==> config.mk <==
export PLATFORM = sky130hd
export DESIGN_NAME = recip_top
export DESIGN_NICKNAME = d
export VERILOG_FILES = /design/src/recip_pkg.sv /design/src/lzc.sv /design/src/recip_ctrl.sv /design/src/recip_divider.sv /design/src/recip_normalizer.sv /design/src/recip_top.sv
export VERILOG_INCLUDE_DIRS = /design/src /design/src/include
export SDC_FILE = /design/constraint.sdc
export NUM_CORES = 1
export LEC_CHECK = 0
export BUFFER_PORTS_ARGS = -buffer_cell sky130_fd_sc_hd__buf_2
export CAP_MARGIN = 20
export CORE_AREA = 5 5 178 180
export DETAILED_ROUTE_END_ITERATION = 8
export DIE_AREA = 0 0 183 185
export PLACE_DENSITY_LB_ADDON = 0.08
export SYNTH_ARGS = -nofsm -noshare
export SYNTH_HDL_FRONTEND = slang
export SYNTH_SLANG_ARGS = --single-unit
==> constraint.sdc <==
create_clock -name clk -period 12.2 [get_ports clk]
set_input_delay 0.61 -clock clk [delete_from_list [all_inputs] [get_ports clk]]
set_output_delay 0.61 -clock clk [all_outputs]
set_load 0.05 [all_outputs]
==> src/include/recip_defines.svh <==
//******************************
// recip defines: Q format widths
// and register byte offsets
//******************************
`ifndef RECIP_DEFINES_SVH
`define RECIP_DEFINES_SVH

// integer and fraction bits of the fixed point format
`define RECIP_QM 11
`define RECIP_QN 11
`define RECIP_W (`RECIP_QM + `RECIP_QN)

// leading zero count must hold 0..RECIP_W
`define RECIP_LZC_W 5

// axi4-lite register offsets
`define RECIP_REG_CTRL 4'h0
`define RECIP_REG_OPERAND 4'h4
`define RECIP_REG_STATUS 4'h8
`define RECIP_REG_RESULT 4'hC

`endif

==> src/recip_pkg.sv <==
//******************************
// recip package: opcodes, FSM
// states and datapath structs
//******************************
`include "recip_defines.svh"

package recip_pkg;

  // opcode field of CTRL bits 5:4
  typedef enum logic [1:0] {
    OP_LZC   = 2'd0,
    OP_NORM  = 2'd1,
    OP_RECIP = 2'd2
  } recip_op_e;

  typedef enum logic [1:0] {
    ST_IDLE = 2'd0,
    ST_NORM = 2'd1,
    ST_DIV  = 2'd2,
    ST_DONE = 2'd3
  } recip_state_e;

  // sign/magnitude split of the operand plus its normalized form
  // mag is one bit wider so the most negative operand still fits
  typedef struct packed {
    logic                    sign;
    logic [`RECIP_W:0]       mag;
    logic [`RECIP_LZC_W-1:0] lzc;
    logic [`RECIP_W-1:0]     norm;
  } recip_norm_t;

  typedef struct packed {
    logic [`RECIP_W-1:0] value;
    logic                sat;
  } recip_result_t;

endpackage

==> src/lzc.sv <==
//******************************
// lzc: leading zero counter over
// the operand magnitude
//******************************
`timescale 1ns/1ps
`include "recip_defines.svh"

module lzc (
  input  logic [`RECIP_W:0]       data,
  output logic [`RECIP_LZC_W-1:0] count
);

  always_comb begin
    // all zero gives the full width
    count = `RECIP_LZC_W'(`RECIP_W);
    // scan upward so the highest set bit is the last to win
    for (int i = 0; i < `RECIP_W; i++) begin
      if (data[i]) begin
        count = `RECIP_LZC_W'(`RECIP_W - 1 - i);
      end
    end
    // headroom bit set means nothing leads it
    if (data[`RECIP_W]) begin
      count = '0;
    end
  end

endmodule

==> src/recip_ctrl.sv <==
//******************************
// recip ctrl: axi4-lite slave,
// registers and operation FSM
//******************************
`timescale 1ns/1ps
`include "recip_defines.svh"

module recip_ctrl (
  input  logic                     clk,
  input  logic                     reset,
  input  logic                     awvalid,
  output logic                     awready,
  input  logic [3:0]               awaddr,
  input  logic                     wvalid,
  output logic                     wready,
  input  logic [31:0]              wdata,
  output logic                     bvalid,
  input  logic                     bready,
  output logic [1:0]               bresp,
  input  logic                     arvalid,
  output logic                     arready,
  input  logic [3:0]               araddr,
  output logic                     rvalid,
  input  logic                     rready,
  output logic [31:0]              rdata,
  output logic [1:0]               rresp,
  input  recip_pkg::recip_norm_t   norm,
  output logic [`RECIP_W-1:0]      operand,
  output logic                     div_start,
  output recip_pkg::recip_norm_t   div_norm,
  input  logic                     div_done,
  input  recip_pkg::recip_result_t div_result
);
  import recip_pkg::*;

  localparam logic [1:0] RESP_OKAY   = 2'b00;
  localparam logic [1:0] RESP_SLVERR = 2'b10;

  recip_state_e  state;
  recip_op_e     op;
  recip_result_t result;
  logic          busy;
  logic          done;
  logic          wr_en;
  logic          wr_ctrl;
  logic          start_req;
  logic          reject;
  logic          rd_en;
  logic [31:0]   rd_word;

  assign busy      = (state == ST_NORM) || (state == ST_DIV);
  assign done      = (state == ST_DONE);
  assign wr_en     = awready && awvalid && wvalid;
  assign wr_ctrl   = wr_en && (awaddr == `RECIP_REG_CTRL);
  assign start_req = wr_ctrl && wdata[0];
  assign reject    = start_req && busy;
  assign rd_en     = arready && arvalid;
  assign rresp     = RESP_OKAY;

  // write address and data are taken in the same cycle
  always_ff @(posedge clk) begin
    if (reset) begin
      awready <= 1'b0;
      wready  <= 1'b0;
      bvalid  <= 1'b0;
    end else begin
      awready <= awvalid && wvalid && !bvalid && !awready;
      wready  <= awvalid && wvalid && !bvalid && !awready;
      if (wr_en) begin
        bvalid <= 1'b1;
      end else if (bready) begin
        bvalid <= 1'b0;
      end
    end
  end

  always_ff @(posedge clk) begin
    if (wr_en) begin
      bresp <= reject ? RESP_SLVERR : RESP_OKAY;
    end
  end

  always_ff @(posedge clk) begin
    if (reset) begin
      op <= OP_LZC;
    end else if (wr_ctrl && !reject) begin
      op <= recip_op_e'(wdata[5:4]);
    end
  end

  always_ff @(posedge clk) begin
    if (wr_en && awaddr == `RECIP_REG_OPERAND) begin
      operand <= wdata[`RECIP_W-1:0];
    end
  end

  // done is ST_DONE, so a new start clears it
  always_ff @(posedge clk) begin
    if (reset) begin
      state     <= ST_IDLE;
      div_start <= 1'b0;
    end else begin
      div_start <= 1'b0;
      case (state)
        ST_IDLE, ST_DONE: begin
          if (start_req) begin
            state <= ST_NORM;
          end
        end
        ST_NORM: begin
          if (op == OP_RECIP) begin
            state     <= ST_DIV;
            div_start <= 1'b1;
          end else begin
            state <= ST_DONE;
          end
        end
        ST_DIV: begin
          if (div_done) begin
            state <= ST_DONE;
          end
        end
        default: state <= ST_IDLE;
      endcase
    end
  end

  always_ff @(posedge clk) begin
    if (state == ST_NORM) begin
      div_norm     <= norm;
      result.value <= (op == OP_NORM) ? norm.norm : `RECIP_W'(norm.lzc);
      result.sat   <= 1'b0;
    end else if (state == ST_DIV && div_done) begin
      result <= div_result;
    end
  end

  always_comb begin
    case (araddr)
      `RECIP_REG_CTRL:    rd_word = {26'd0, op, 4'd0};
      `RECIP_REG_OPERAND: rd_word = {{(32-`RECIP_W){1'b0}}, operand};
      `RECIP_REG_STATUS:  rd_word = {29'd0, done && result.sat, done, busy};
      `RECIP_REG_RESULT:  rd_word = {{(32-`RECIP_W){result.value[`RECIP_W-1]}}, result.value};
      default:            rd_word = '0;
    endcase
  end

  // arready drops while a read response is pending
  always_ff @(posedge clk) begin
    if (reset) begin
      arready <= 1'b0;
      rvalid  <= 1'b0;
    end else if (rd_en) begin
      arready <= 1'b0;
      rvalid  <= 1'b1;
    end else if (rvalid) begin
      if (rready) begin
        rvalid  <= 1'b0;
        arready <= 1'b1;
      end
    end else begin
      arready <= 1'b1;
    end
  end

  always_ff @(posedge clk) begin
    if (rd_en) begin
      rdata <= rd_word;
    end
  end

  assert property (@(posedge clk) disable iff (reset) bvalid && !bready |=> bvalid);

  assert property (@(posedge clk) disable iff (reset)
    rvalid && !rready |=> rvalid && $stable(rdata));

endmodule

==> src/recip_divider.sv <==
//******************************
// recip divider: restoring divide
// of 2^W by |x|, saturated, signed
//******************************
`timescale 1ns/1ps
`include "recip_defines.svh"

module recip_divider (
  input  logic                     clk,
  input  logic                     reset,
  input  logic                     start,
  input  recip_pkg::recip_norm_t   norm,
  output logic                     done,
  output recip_pkg::recip_result_t result
);
  import recip_pkg::*;

  localparam logic [`RECIP_W-1:0] SAT_POS = {1'b0, {(`RECIP_W-1){1'b1}}};

  logic                    busy;
  logic                    sign;
  logic                    tiny;
  logic [`RECIP_LZC_W-1:0] cnt;
  logic [`RECIP_W:0]       divisor;
  logic [`RECIP_W:0]       rem;
  logic [`RECIP_W:0]       rem_sh;
  logic [`RECIP_W:0]       rem_next;
  logic                    q_bit;
  logic [`RECIP_W-1:0]     quo;
  logic [`RECIP_W-1:0]     quo_next;

  function automatic recip_result_t pack_result(input logic neg,
                                                input logic [`RECIP_W-1:0] q,
                                                input logic force_sat);
    recip_result_t r;
    r.sat = force_sat || (q > SAT_POS);
    if (r.sat) begin
      r.value = neg ? -SAT_POS : SAT_POS;
    end else begin
      r.value = neg ? -q : q;
    end
    return r;
  endfunction

  // magnitude 0 or 1 always saturates without iterating
  assign tiny = (norm.mag < 2);

  // one restoring step
  always_comb begin
    rem_sh   = rem << 1;
    q_bit    = (rem_sh >= divisor);
    rem_next = q_bit ? rem_sh - divisor : rem_sh;
    quo_next = {quo[`RECIP_W-2:0], q_bit};
  end

  always_ff @(posedge clk) begin
    if (reset) begin
      busy <= 1'b0;
      done <= 1'b0;
    end else begin
      done <= 1'b0;
      if (start) begin
        busy <= !tiny;
        done <= tiny;
      end else if (busy && cnt == '0) begin
        busy <= 1'b0;
        done <= 1'b1;
      end
    end
  end

  always_ff @(posedge clk) begin
    if (start) begin
      sign    <= norm.sign;
      divisor <= norm.mag;
      // partial remainder of 2^W above the first quotient bit that can be set
      rem     <= {{`RECIP_W{1'b0}}, 1'b1} << (`RECIP_W - 2 - norm.lzc);
      quo     <= '0;
      // lzc+2 quotient bits
      cnt     <= norm.lzc + `RECIP_LZC_W'(1);
      result  <= pack_result(norm.sign, '0, tiny);
    end else if (busy) begin
      rem <= rem_next;
      quo <= quo_next;
      cnt <= cnt - `RECIP_LZC_W'(1);
      if (cnt == '0) begin
        result <= pack_result(sign, quo_next, 1'b0);
      end
    end
  end

  // the controller must wait for done before launching again
  assert property (@(posedge clk) disable iff (reset) busy |-> !start);

endmodule

==> src/recip_normalizer.sv <==
//******************************
// recip normalizer: sign, magnitude,
// lzc and left-aligned magnitude
//******************************
`timescale 1ns/1ps
`include "recip_defines.svh"

module recip_normalizer (
  input  logic [`RECIP_W-1:0]  operand,
  output recip_pkg::recip_norm_t norm
);

  logic                    sign;
  logic [`RECIP_W:0]       mag;
  logic [`RECIP_LZC_W-1:0] count;
  logic [`RECIP_W-1:0]     shifted;

  assign sign = operand[`RECIP_W-1];

  // two's complement negate into the wider magnitude
  assign mag = sign ? {1'b0, ~operand} + 1'b1 : {1'b0, operand};

  lzc lzc_i (
    .data  (mag),
    .count (count)
  );

  // a count of RECIP_W shifts everything out, so zero stays zero
  assign shifted = mag[`RECIP_W-1:0] << count;

  always_comb begin
    norm.sign = sign;
    norm.mag  = mag;
    norm.lzc  = count;
    norm.norm = shifted;
  end

endmodule

==> src/recip_top.sv <==
//******************************
// recip top: control plus the
// normalizer and divider datapath
//******************************
`timescale 1ns/1ps
`include "recip_defines.svh"

module recip_top (
  input  logic        clk,
  input  logic        reset,
  input  logic        awvalid,
  output logic        awready,
  input  logic [3:0]  awaddr,
  input  logic        wvalid,
  output logic        wready,
  input  logic [31:0] wdata,
  output logic        bvalid,
  input  logic        bready,
  output logic [1:0]  bresp,
  input  logic        arvalid,
  output logic        arready,
  input  logic [3:0]  araddr,
  output logic        rvalid,
  input  logic        rready,
  output logic [31:0] rdata,
  output logic [1:0]  rresp
);
  import recip_pkg::*;

  logic [`RECIP_W-1:0] operand;
  recip_norm_t         norm;
  logic                div_start;
  recip_norm_t         div_norm;
  logic                div_done;
  recip_result_t       div_result;

  recip_ctrl recip_ctrl_i (
    .clk        (clk),
    .reset      (reset),
    .awvalid    (awvalid),
    .awready    (awready),
    .awaddr     (awaddr),
    .wvalid     (wvalid),
    .wready     (wready),
    .wdata      (wdata),
    .bvalid     (bvalid),
    .bready     (bready),
    .bresp      (bresp),
    .arvalid    (arvalid),
    .arready    (arready),
    .araddr     (araddr),
    .rvalid     (rvalid),
    .rready     (rready),
    .rdata      (rdata),
    .rresp      (rresp),
    .norm       (norm),
    .operand    (operand),
    .div_start  (div_start),
    .div_norm   (div_norm),
    .div_done   (div_done),
    .div_result (div_result)
  );

  recip_normalizer recip_normalizer_i (
    .operand (operand),
    .norm    (norm)
  );

  recip_divider recip_divider_i (
    .clk    (clk),
    .reset  (reset),
    .start  (div_start),
    .norm   (div_norm),
    .done   (div_done),
    .result (div_result)
  );

endmodule

==> results of run 1 <==
## worst min path at each step
stage	end	slack, ns	startpoint
CTS	recip_ctrl_i.operand[14]	0.24	wdata[14]
floorplan	recip_divider_i.divisor[0]	0.40	recip_ctrl_i.div_norm[27]
detailed placement	recip_divider_i.divisor[10]	0.44	recip_ctrl_i.div_norm[37]
finish	recip_ctrl_i.operand[14]	0.27	wdata[14]
global route	recip_ctrl_i.operand[17]	0.25	wdata[17]
global placement	recip_ctrl_i.awready	0.43	recip_ctrl_i.bvalid
## layout make-up
type                       count  share of cell area, %
sequential                   204                   44.0
multi-input combinational    804                   40.5
clock buffer                  32                   5.34
tap                          396                   3.76
timing repair buffer          84                   3.56
inverter                      58                   1.67
clock inverter                11                   1.16
## per-stage QoR
stage / setup slack (ns) / instance area, um2
5_1_grt: 5.99 / 13200
4_1_cts: 6.53 / 13100
3_5_place_dp: 6.59 / 12300
6_report: 6.53 / 13200
2_1_floorplan: 7.19 / 11700
3_3_place_gp: 6.62 / 12300
## layout by cell type, fill, tap and decap left out, types with 7 or more instances in the layout
cell       Yosys  final
o21ai_0       72     72
o31ai_1       13     13
a21oi_1       45     45
xnor2_1       36     36
buf_2          7     74
nand3_1       20     20
or2_2         12     12
ha_1          32     32
inv_1         55     55
a31oi_1        7      7
nand4_1        8      8
a211oi_1      11     11
edfxtp_1     171    171
nor2b_1       12     12
xor2_1        18     18
buf_4         14      8
or4_1          8      8
a22o_1        22     22
nor4_1        14     14
nor2_1       113    112
nand2_1       74     74
nand2b_1      18     18
o41ai_1       11     11
dfxtp_1       33     32
o22ai_1       34     34
nor3_1        27     27
a21o_1        21     21
clkbuf_16      0     26
or3_1         14     14
mux2i_1       56     56
## worst register-to-register path: stages, from the launching register on
cell	delay [ns]
edfxtp_1	0.41
ha_1	0.32
nor2b_1	0.13
o21ai_0	0.21
a21boi_0	0.21
o41ai_1	0.62
a211oi_1	0.22
nor3_1	0.21
or2_2	0.39
ha_1	0.31
nand2b_1	0.12
or3_1	0.38
or3_1	0.35
a211o_1	0.33
nor3_1	0.36
nand3b_1	0.16
or2_2	0.31
a21oi_1	0.15
nor2b_1	0.06
o31ai_1	0.24
## registers in the layout (all words and copies together) (netlist names), 21 cells and up
signal,flops
recip_ctrl_i.div_norm,29
recip_ctrl_i.rdata,23
recip_ctrl_i.result,23
recip_divider_i.divisor,23
recip_divider_i.result,23
recip_ctrl_i.operand,22
recip_divider_i.rem,22
recip_divider_i.quo,21
## cell families (layout without fill, tap and decap cells)
group,Yosys count,after routing,synth area share (%)
AOI/OAI and AO/OA,306,306,18.0
adders and majority gates,33,33,3.59
other,1,4,0.0320
buffers and inverters,138,185,5.16
DFF,204,204,49.5
muxes,59,59,5.08
xor gates and xnor gates,54,54,4.04
and+or+nand+nor,348,348,14.6
## power by group through the flow
stage	sequential (W)	clock (W)	combinational [W]
after detailed placement	0.000853	0	0.000143
after global routing	0.000841	0.000820	0.000167
after CTS	0.000838	0.000790	0.000143
final	0.000836	0.000767	0.000151
after floorplan	0.000853	0	0.0000929
after global placement	0.000851	0	0.000141
## routing by layer
metal  share of wire [%]  track usage [%]  vias up
li1                    -                -     4330
met1                  48             26.8     4215
met2                  45             28.2      228
met3                 4.3             2.53       50
met4                 2.6             4.89        0
met5                   0                0        -
==> metrics.csv, run 1 <==
metric;value;unit
power.share.switching;23.3;%
dieHeight;185;um
yosys.cell_count.top_type;edfxtp_1;
drtIter0Drc;863;
dpl.cell_count;1544;
clkLatencyLatePin;0.51;ns
setup.worst_path.end;recip_divider_i.result[19];
postSynthAreaPerCell;10.2;um2
required;12.53;ns
min_path_cells;1;
first_pass_iters;5;
antenna_found_initial;0;
cts_tree;built;
max_freq;176;MHz
grt_max_degree;74;
drcViolationCount;0;
vdd_drop_max;101;uV
period_needed;5.67;ns
cts_hold_buffers;0;
hpwlAfterDp;23000;um
slowest_delay;0.62;ns
cp_max_fo;14;
gr-usage-all-layers;18.2;%
io_buffers;74;
die_w;183;um
max_slew_margin;35.4;%
routed_wl;31500;um
cp-startpoint;recip_divider_i.rem[0];
wl_per_cell;19.8;um
p_int;0.00135;W
synth_cells;1143;
tns;0;ns
multi_input_area;0.00533;mm2
dieArea;0.0339;mm2
cts.sinks;204;
worst_pin_slew;0.967;ns
finalClockSkew;0.00810;ns
ys_async_sr_fraction;0;%
grt_pass1_wl;48900;um
rr_worst_depth;19;
synth_area_leader_cell;edfxtp_1;
cts_resized;0;
syn2layout_area_growth;12.5;%
startpoint_type;register;
synth_edf_count;171;
p_total;0.00175;W
synth_common_cells;edfxtp_1 (171), nor2_1 (113), nand2_1 (74);
hold_path_class;in2reg;
synth-seq-cells;204;
nFillCells;2925;
reg2reg_setup_slack;6.53;ns
critPathKind;reg2reg;
seq_area;0.00580;mm2
slowest_stage;o41ai_1;
power_switching;0.000409;W
clkTransAtPathRegs;0.06;ns
slew_viol_final;0;
rsz0062_at_grt;no;
pwr-share-comb;8.6;%
critPathTopFamily;simple AND/OR/NAND/NOR gates;
grt-ovfl-total;0;
ys_warn_count;0;
drtAntennaViolNets;0;
globalplace.congestion;0.914;
synthTopCellsByArea;edfxtp_1 (44%), dfxtp_1 (5.6%), mux2i_1 (4.8%);
h-tree-depth;1;
p_leak;4.93;nW
timing.hold.ws;0.271;ns
rows;64;
cellPowerDensity;133;mW/mm2
clockPowerShare;43.7;%
netlist_area;0.0117;mm2
core_area;0.0300;mm2
worst-path-buf-inv;0;
post-route-util;43.9;%
clock_tree.buffer_depth;3;
status;finished, final reports clean;
hold_viol_final;0;
synth_top_area_share;43.9;%
top_level_ports;88;
postCtsSetupBuffers;0;
synth-main-ff-cell;edfxtp_1;
ys_seq_area_share;49.5;%
ys_types;80;
cts_root_buffer;clkbuf_16;
nNetsFinal;1256;
crit_path_end_kind;register;
drive_above_1_share;13.2;%
worstPathCellList;ha_1 > nor2b_1 > o21ai_0 > a21boi_0 > o41ai_1 > a211oi_1 > nor3_1 > or2_2 > ha_1 > nand2b_1 > or3_1 > or3_1 > a211o_1 > nor3_1 > nand3b_1 > or2_2 > a21oi_1 > nor2b_1 > o31ai_1;
via_per_inst;5.55;
grt_pass1_vias;8391;
path_depth;19;
report.final.setup_viol;0;
seqPwrFrac;47.7;%
cts_buffers;24;
period_share;46.5;%
rr_endpoint;recip_divider_i.result[19];
crit_arrival;6.00;ns
final_cells;1589;
r2r-start;recip_divider_i.rem[0];
start_util;39.0;%
max_cap_viol_count;0;
diodes;0;
num_vias;8823;
Power figures use the tool's default switching activity.
==> inputs of run 2 (changes only) <==
==> constraint.sdc (replaced) <==
create_clock -name clk -period 5.7 [get_ports clk]
set_input_delay 0.285 -clock clk [delete_from_list [all_inputs] [get_ports clk]]
set_output_delay 0.285 -clock clk [all_outputs]
set_load 0.05 [all_outputs]
==> run 2 against run 1 <==
Sequential power rose by 110%. Clock skew increased by 0.0020 ns. Setup slack worse by 6.0 ns. Register-to-register slack lost 6.0 ns. Critical path depth fell by 6. Final cell count increased by 2.3%. Routed wire length grew 3.0%. Largest power group unchanged. Die area unchanged. Via count increased by 2.2%. Largest cell class unchanged. Combinational power up 110%.
==> metrics.csv, run 2 (synthesis results as in run 1) <==
metric;value;unit
finalClockSkew;0.0101;ns
drcViolationCount;0;
grt_pass1_vias;8619;
largest_register_ffs;29;
hold_viol_final;0;
die_w;183;um
startpoint_type;register;
worstPathCellList;inv_1 > ha_1 > or3b_2 > or3_4 > o41ai_1 > a2bb2oi_2 > a21boi_2 > nand2_1 > o21a_1 > mux2i_1 > mux2i_1 > a221oi_1 > a31oi_1;
cts_root_buffer;clkbuf_16;
max_freq;194;MHz
slew_viol_final;0;
crit_path_end_kind;register;
h-tree-depth;1;
nNetsFinal;1292;
setup.worst_path.end;recip_ctrl_i.result[19];
grt_max_degree;68;
start_util;39.0;%
hold_path_class;in2reg;
status;finished, final reports clean;
worst_pin_slew;0.958;ns
report.final.setup_viol;0;
hpwlAfterDp;23500;um
io_buffers;74;
dieHeight;185;um
clock_tree.buffer_depth;3;
cellPowerDensity;272;mW/mm2
rr_endpoint;recip_ctrl_i.result[19];
layout_common_cells;edfxtp_1 (171), nor2_1 (112), nand2_1 (74), buf_2 (74), o21ai_0 (72);
rsz0062_at_grt;no;
postCtsSetupBuffers;0;
dpl.cell_count;1555;
cts_resized;0;
drtIter0Drc;763;
clkTransAtPathRegs;0.06;ns
grt_pass1_wl;50200;um
cts_tree;built;
first_pass_iters;5;
cts_hold_buffers;25;
drtAntennaViolNets;0;
wl_per_cell;19.9;um
clkLatencyLatePin;0.54;ns
grt-ovfl-total;0;
cp_max_fo;17;
core_area;0.0300;mm2
max_slew_margin;36.1;%
cts.sinks;204;
routed_wl;32400;um
final_common_cell;edfxtp_1;
via_per_inst;5.55;
rr_worst_depth;13;
diodes;0;
worstHoldStart;arvalid;
top_register;recip_ctrl_i.div_norm;
globalplace.congestion;0.905;
gr-usage-all-layers;18.7;%
antenna_found_initial;0;
rows;64;
top_level_ports;88;
r2r-start;recip_ctrl_i.operand[1];
cts_buffers;25;
period_share;90.7;%
p_leak;5.02;nW
slowest_stage;o21a_1;
num_vias;9020;
drive_above_1_share;13.4;%
cp-startpoint;recip_ctrl_i.operand[1];
reg2reg_setup_slack;0.53;ns
required;5.95;ns
vdd_drop_max;238;uV
final_cells;1626;
tns;0;ns
crit_path_frequent_cell;mux2i_1;
max_cap_viol_count;0;
dieArea;0.0339;mm2
period_needed;5.17;ns
crit_arrival;5.42;ns
syn2layout_area_growth;14.5;%
slowest_delay;0.75;ns
critPathKind;reg2reg;
## run 2: cell types whose count changed in the layout (fill, tap and decap cells not counted), moves of 2 or more
| cell | previous run | this run |
|---|---|---|
| dlygate4sd3_1 | 0 | 25 |
| clkinv_1 | 3 | 6 |
| clkbuf_8 | 3 | 0 |
| clkbuf_1 | 3 | 5 |
| buf_4 | 8 | 19 |
| bufinv_16 | 4 | 2 |
| clkinvlp_4 | 0 | 2 |
## run 2: worst min-delay path by stage
stage                                       end  slack, ns  cells past startpoint
finish                      recip_ctrl_i.rvalid       0.03                      3
global route                recip_ctrl_i.rvalid       0.03                      3
CTS                         recip_ctrl_i.rvalid       0.01                      3
detailed placement  recip_divider_i.divisor[17]       0.44                      0
global placement           recip_ctrl_i.awready       0.44                      1
floorplan               recip_ctrl_i.operand[0]       0.38                      0
## run 2: worst max-delay path: cells and delay by family (launching register included)
family	cells	cell delay (ns)
AO/OA/AOI/OAI	6	2.23
AND/OR/NAND/NOR	3	1.10
multiplexers	2	0.67
flip-flops	1	0.44
adder cells (fa/ha/maj)	1	0.28
buffers and inverters	1	0.15
## run 2: final cells by class
type | count | area [um2]
Inverter | 58 | 220
Fill cell | 2922 | 16600
Tap cell | 396 | 495
Clock buffer | 30 | 644
Sequential cell | 204 | 5800
Multi-Input combinational cell | 804 | 5330
Timing Repair Buffer | 119 | 774
Clock inverter | 15 | 138
## run 2: power breakdown
part | total, W | internal (W) | switching [W] | leakage [nW]
Clock | 0.00153 | 0.000897 | 0.000628 | 0.377
Sequential | 0.00179 | 0.00174 | 0.0000548 | 1.84
Combinational | 0.000322 | 0.0000997 | 0.000222 | 2.81
## run 2: per-stage QoR
stage	total power [W]	instance area [um2]	setup WS (ns)	hold slack [ns]	util (%)
after floorplan	0.00203	11700	0.692	0.384	-
after global placement	0.00213	12400	0.619	0.437	41.2
after detailed placement	0.00213	12400	0.627	0.435	41.2
after CTS	0.00369	13400	0.625	0.0132	44.6
after global routing	0.00380	13400	0.291	0.0273	44.6
final	0.00364	13400	0.533	0.0316	44.6
## run 2: layer usage
metal	share of wire (%)	global-route usage, %
met1	48	27.5
met2	46	29.5
met3	4.6	2.59
met4	2.1	4.20
met5	0	0
==> inputs of run 3 (changes only) <==
--- a/config.mk
+++ b/config.mk
@@ -6,11 +6,12 @@
 export SDC_FILE = /design/constraint.sdc
 export NUM_CORES = 1
 export LEC_CHECK = 0
+export ABC_AREA = 1
 export BUFFER_PORTS_ARGS = -buffer_cell sky130_fd_sc_hd__buf_2
 export CAP_MARGIN = 20
-export CORE_AREA = 5 5 178 180
+export CORE_AREA = 5 5 176 178
 export DETAILED_ROUTE_END_ITERATION = 8
-export DIE_AREA = 0 0 183 185
+export DIE_AREA = 0 0 181 183
 export PLACE_DENSITY_LB_ADDON = 0.08
 export SYNTH_ARGS = -nofsm -noshare
 export SYNTH_HDL_FRONTEND = slang
==> run 3 against run 2 <==
Flip-flop and latch count unchanged. Clock-buffer cell count down 1. Die area is 2.2% lower. Largest power group unchanged. Highest routed layer unchanged.
==> metrics.csv, run 3 <==
metric;value;unit
drtAntennaViolNets;0;
postCtsSetupBuffers;0;
crit_arrival;4.67;ns
critPathKind;reg2reg;
top_register;recip_ctrl_i.div_norm;
drive_above_1_share;11.7;%
crit_path_end_kind;register;
io_buffers;74;
syn2layout_area_growth;15.1;%
clkLatencyLatePin;0.52;ns
reg2reg_setup_slack;1.29;ns
required;5.95;ns
synth_common_cells;nand2_1 (309), edfxtp_1 (171), inv_1 (135);
diodes;0;
max_slew_margin;37.1;%
report.final.setup_viol;0;
p_leak;5.46;nW
hold-path-endpoint;recip_ctrl_i.rvalid;
clock_tree.buffer_depth;3;
hold_viol_final;0;
largest_register_ffs;29;
grt_pass1_vias;8838;
period_share;77.5;%
drtIter0Drc;690;
ys_warn_count;0;
dieHeight;183;um
synth_edf_count;171;
core_area;0.0292;mm2
cts_root_buffer;clkbuf_16;
cts_hold_buffers;25;
via_per_inst;5.11;
layout_common_cells;nand2_1 (309), edfxtp_1 (171), inv_1 (135);
clkTransAtPathRegs;0.06;ns
dieArea;0.0331;mm2
ys_types;58;
synth_cells;1320;
rows;63;
rr_endpoint;recip_divider_i.result[21];
final_common_cell;nand2_1;
r2r-start;recip_divider_i.rem[1];
nNetsFinal;1484;
max_freq;227;MHz
cellPowerDensity;294;mW/mm2
cts_buffers;25;
hold_path_class;in2reg;
startpoint_type;register;
top_level_ports;88;
wl_per_cell;17.1;um
status;finished, final reports clean;
cp_max_fo;4;
synth_area_leader_cell;edfxtp_1;
worst_pin_slew;0.942;ns
vdd_drop_max;226;uV
grt_max_degree;59;
postSynthAreaPerCell;8.69;um2
synth-seq-cells;204;
antenna_found_initial;0;
grt_pass1_wl;49400;um
yosys.cell_count.top_type;nand2_1;
hpwlAfterDp;23100;um
h-tree-depth;1;
post-route-util;45.1;%
rsz0062_at_grt;no;
cts.sinks;204;
drcViolationCount;0;
period_needed;4.41;ns
rr_worst_depth;27;
grt-ovfl-total;0;
cts_resized;0;
netlist_area;0.0115;mm2
tns;0;ns
slew_viol_final;0;
die_w;181;um
finalClockSkew;0.00922;ns
synth-main-ff-cell;edfxtp_1;
cts_tree;built;
globalplace.congestion;0.899;
synthTopCellsByArea;edfxtp_1 (45%), nand2_1 (10%), dfxtp_1 (5.8%);
gr-usage-all-layers;18.4;%
start_util;39.2;%
ys_seq_area_share;50.5;%
ys_async_sr_fraction;0;%
first_pass_iters;5;
max_cap_viol_count;0;
routed_wl;31000;um
worstHoldStart;arvalid;
num_vias;9254;
min_path_cells;3;
synth_top_area_share;44.8;%
==> run 3: critical path, cell delays in order (launching register included) <==
cell      delay [ns]
edfxtp_1        0.39
ha_1            0.37
a21oi_1         0.14
nand2_1         0.09
a21o_1          0.17
a21oi_1         0.28
o21ai_0         0.24
nand3_1         0.12
nand3_1         0.10
inv_1           0.23
ha_1            0.24
nand3_1         0.12
inv_1           0.07
nand3_1         0.07
o31ai_1         0.25
nand2_1         0.08
inv_1           0.07
a21oi_1         0.07
nor2_1          0.11
inv_1           0.06
nor2_1          0.12
nor2_1          0.07
nor2_1          0.14
nand2_1         0.08
o21ai_0         0.20
a21oi_1         0.09
o21ai_0         0.11
nand2_1         0.06
==> run 3: metrics by stage <==
| step | instances | setup slack [ns] | power [W] | area [um2] | hold slack [ns] |
|---|---|---|---|---|---|
| 4_1_cts | 1811 | 1.29 | 0.00393 | 13200 | 0.0127 |
| 3_5_place_dp | 1742 | 1.33 | 0.00230 | 12100 | 0.401 |
| 5_1_grt | 1811 | 0.544 | 0.00406 | 13200 | 0.0443 |
| 6_report | 1811 | 1.29 | 0.00387 | 13200 | 0.0389 |
| 2_1_floorplan | 1323 | 1.73 | 0.00217 | 11500 | 0.364 |
| 3_3_place_gp | 1742 | 1.33 | 0.00230 | 12100 | 0.402 |
==> run 3: cells by family (layout without fill, tap and decap cells) <==
| family | count (synthesis) | in the layout | share of synthesized area (%) |
|---|---|---|---|
| AO/OA/AOI/OAI | 244 | 244 | 12.3 |
| AND/OR/NAND/NOR | 596 | 596 | 22.8 |
| other | 1 | 4 | 0.0327 |
| XOR/XNOR | 37 | 37 | 3.12 |
| adder cells (fa/ha/maj) | 33 | 33 | 3.67 |
| flip-flops | 204 | 204 | 50.5 |
| buffers and inverters | 205 | 303 | 7.57 |
==> run 3: per-layer routing <==
metal  up-vias  share of wire [%]  global-route usage, %
met3        38                4.3                   2.68
met5         -                  0                      0
met2       188                 45                   29.6
met1      4345                 49                   27.2
li1       4683                  -                      -
met4         0                1.6                   2.85
==> run 3: cell type report <==
| cell class | count | area (um2) |
|---|---|---|
| clock buffer | 29 | 641 |
| clock inverter | 15 | 179 |
| fill | 2877 | 16000 |
| inverter | 147 | 554 |
| multi-input combinational | 914 | 4820 |
| sequential | 204 | 5800 |
| tap | 390 | 488 |
| timing repair buffer | 112 | 718 |
==> run 3: worst max-delay path by stage <==
stage | startpoint | to | slack, ns | cells past startpoint
after floorplan | recip_divider_i.rem[1] | recip_divider_i.result[17] | 1.73 | 28
after global placement | recip_divider_i.rem[1] | recip_divider_i.result[21] | 1.33 | 27
after detailed placement | recip_divider_i.rem[1] | recip_divider_i.result[17] | 1.33 | 27
after CTS | recip_divider_i.rem[1] | recip_divider_i.result[21] | 1.29 | 27
after global routing | recip_divider_i.rem[1] | recip_divider_i.result[17] | 0.54 | 27
final | recip_divider_i.rem[1] | recip_divider_i.result[21] | 1.29 | 27
==> run 3: power by group <==
part	total, W	leakage [nW]	switching, W	internal, W
registers	0.00186	1.84	0.0000801	0.00178
clock network	0.00159	0.399	0.000609	0.000981
logic	0.000421	3.22	0.000293	0.000128
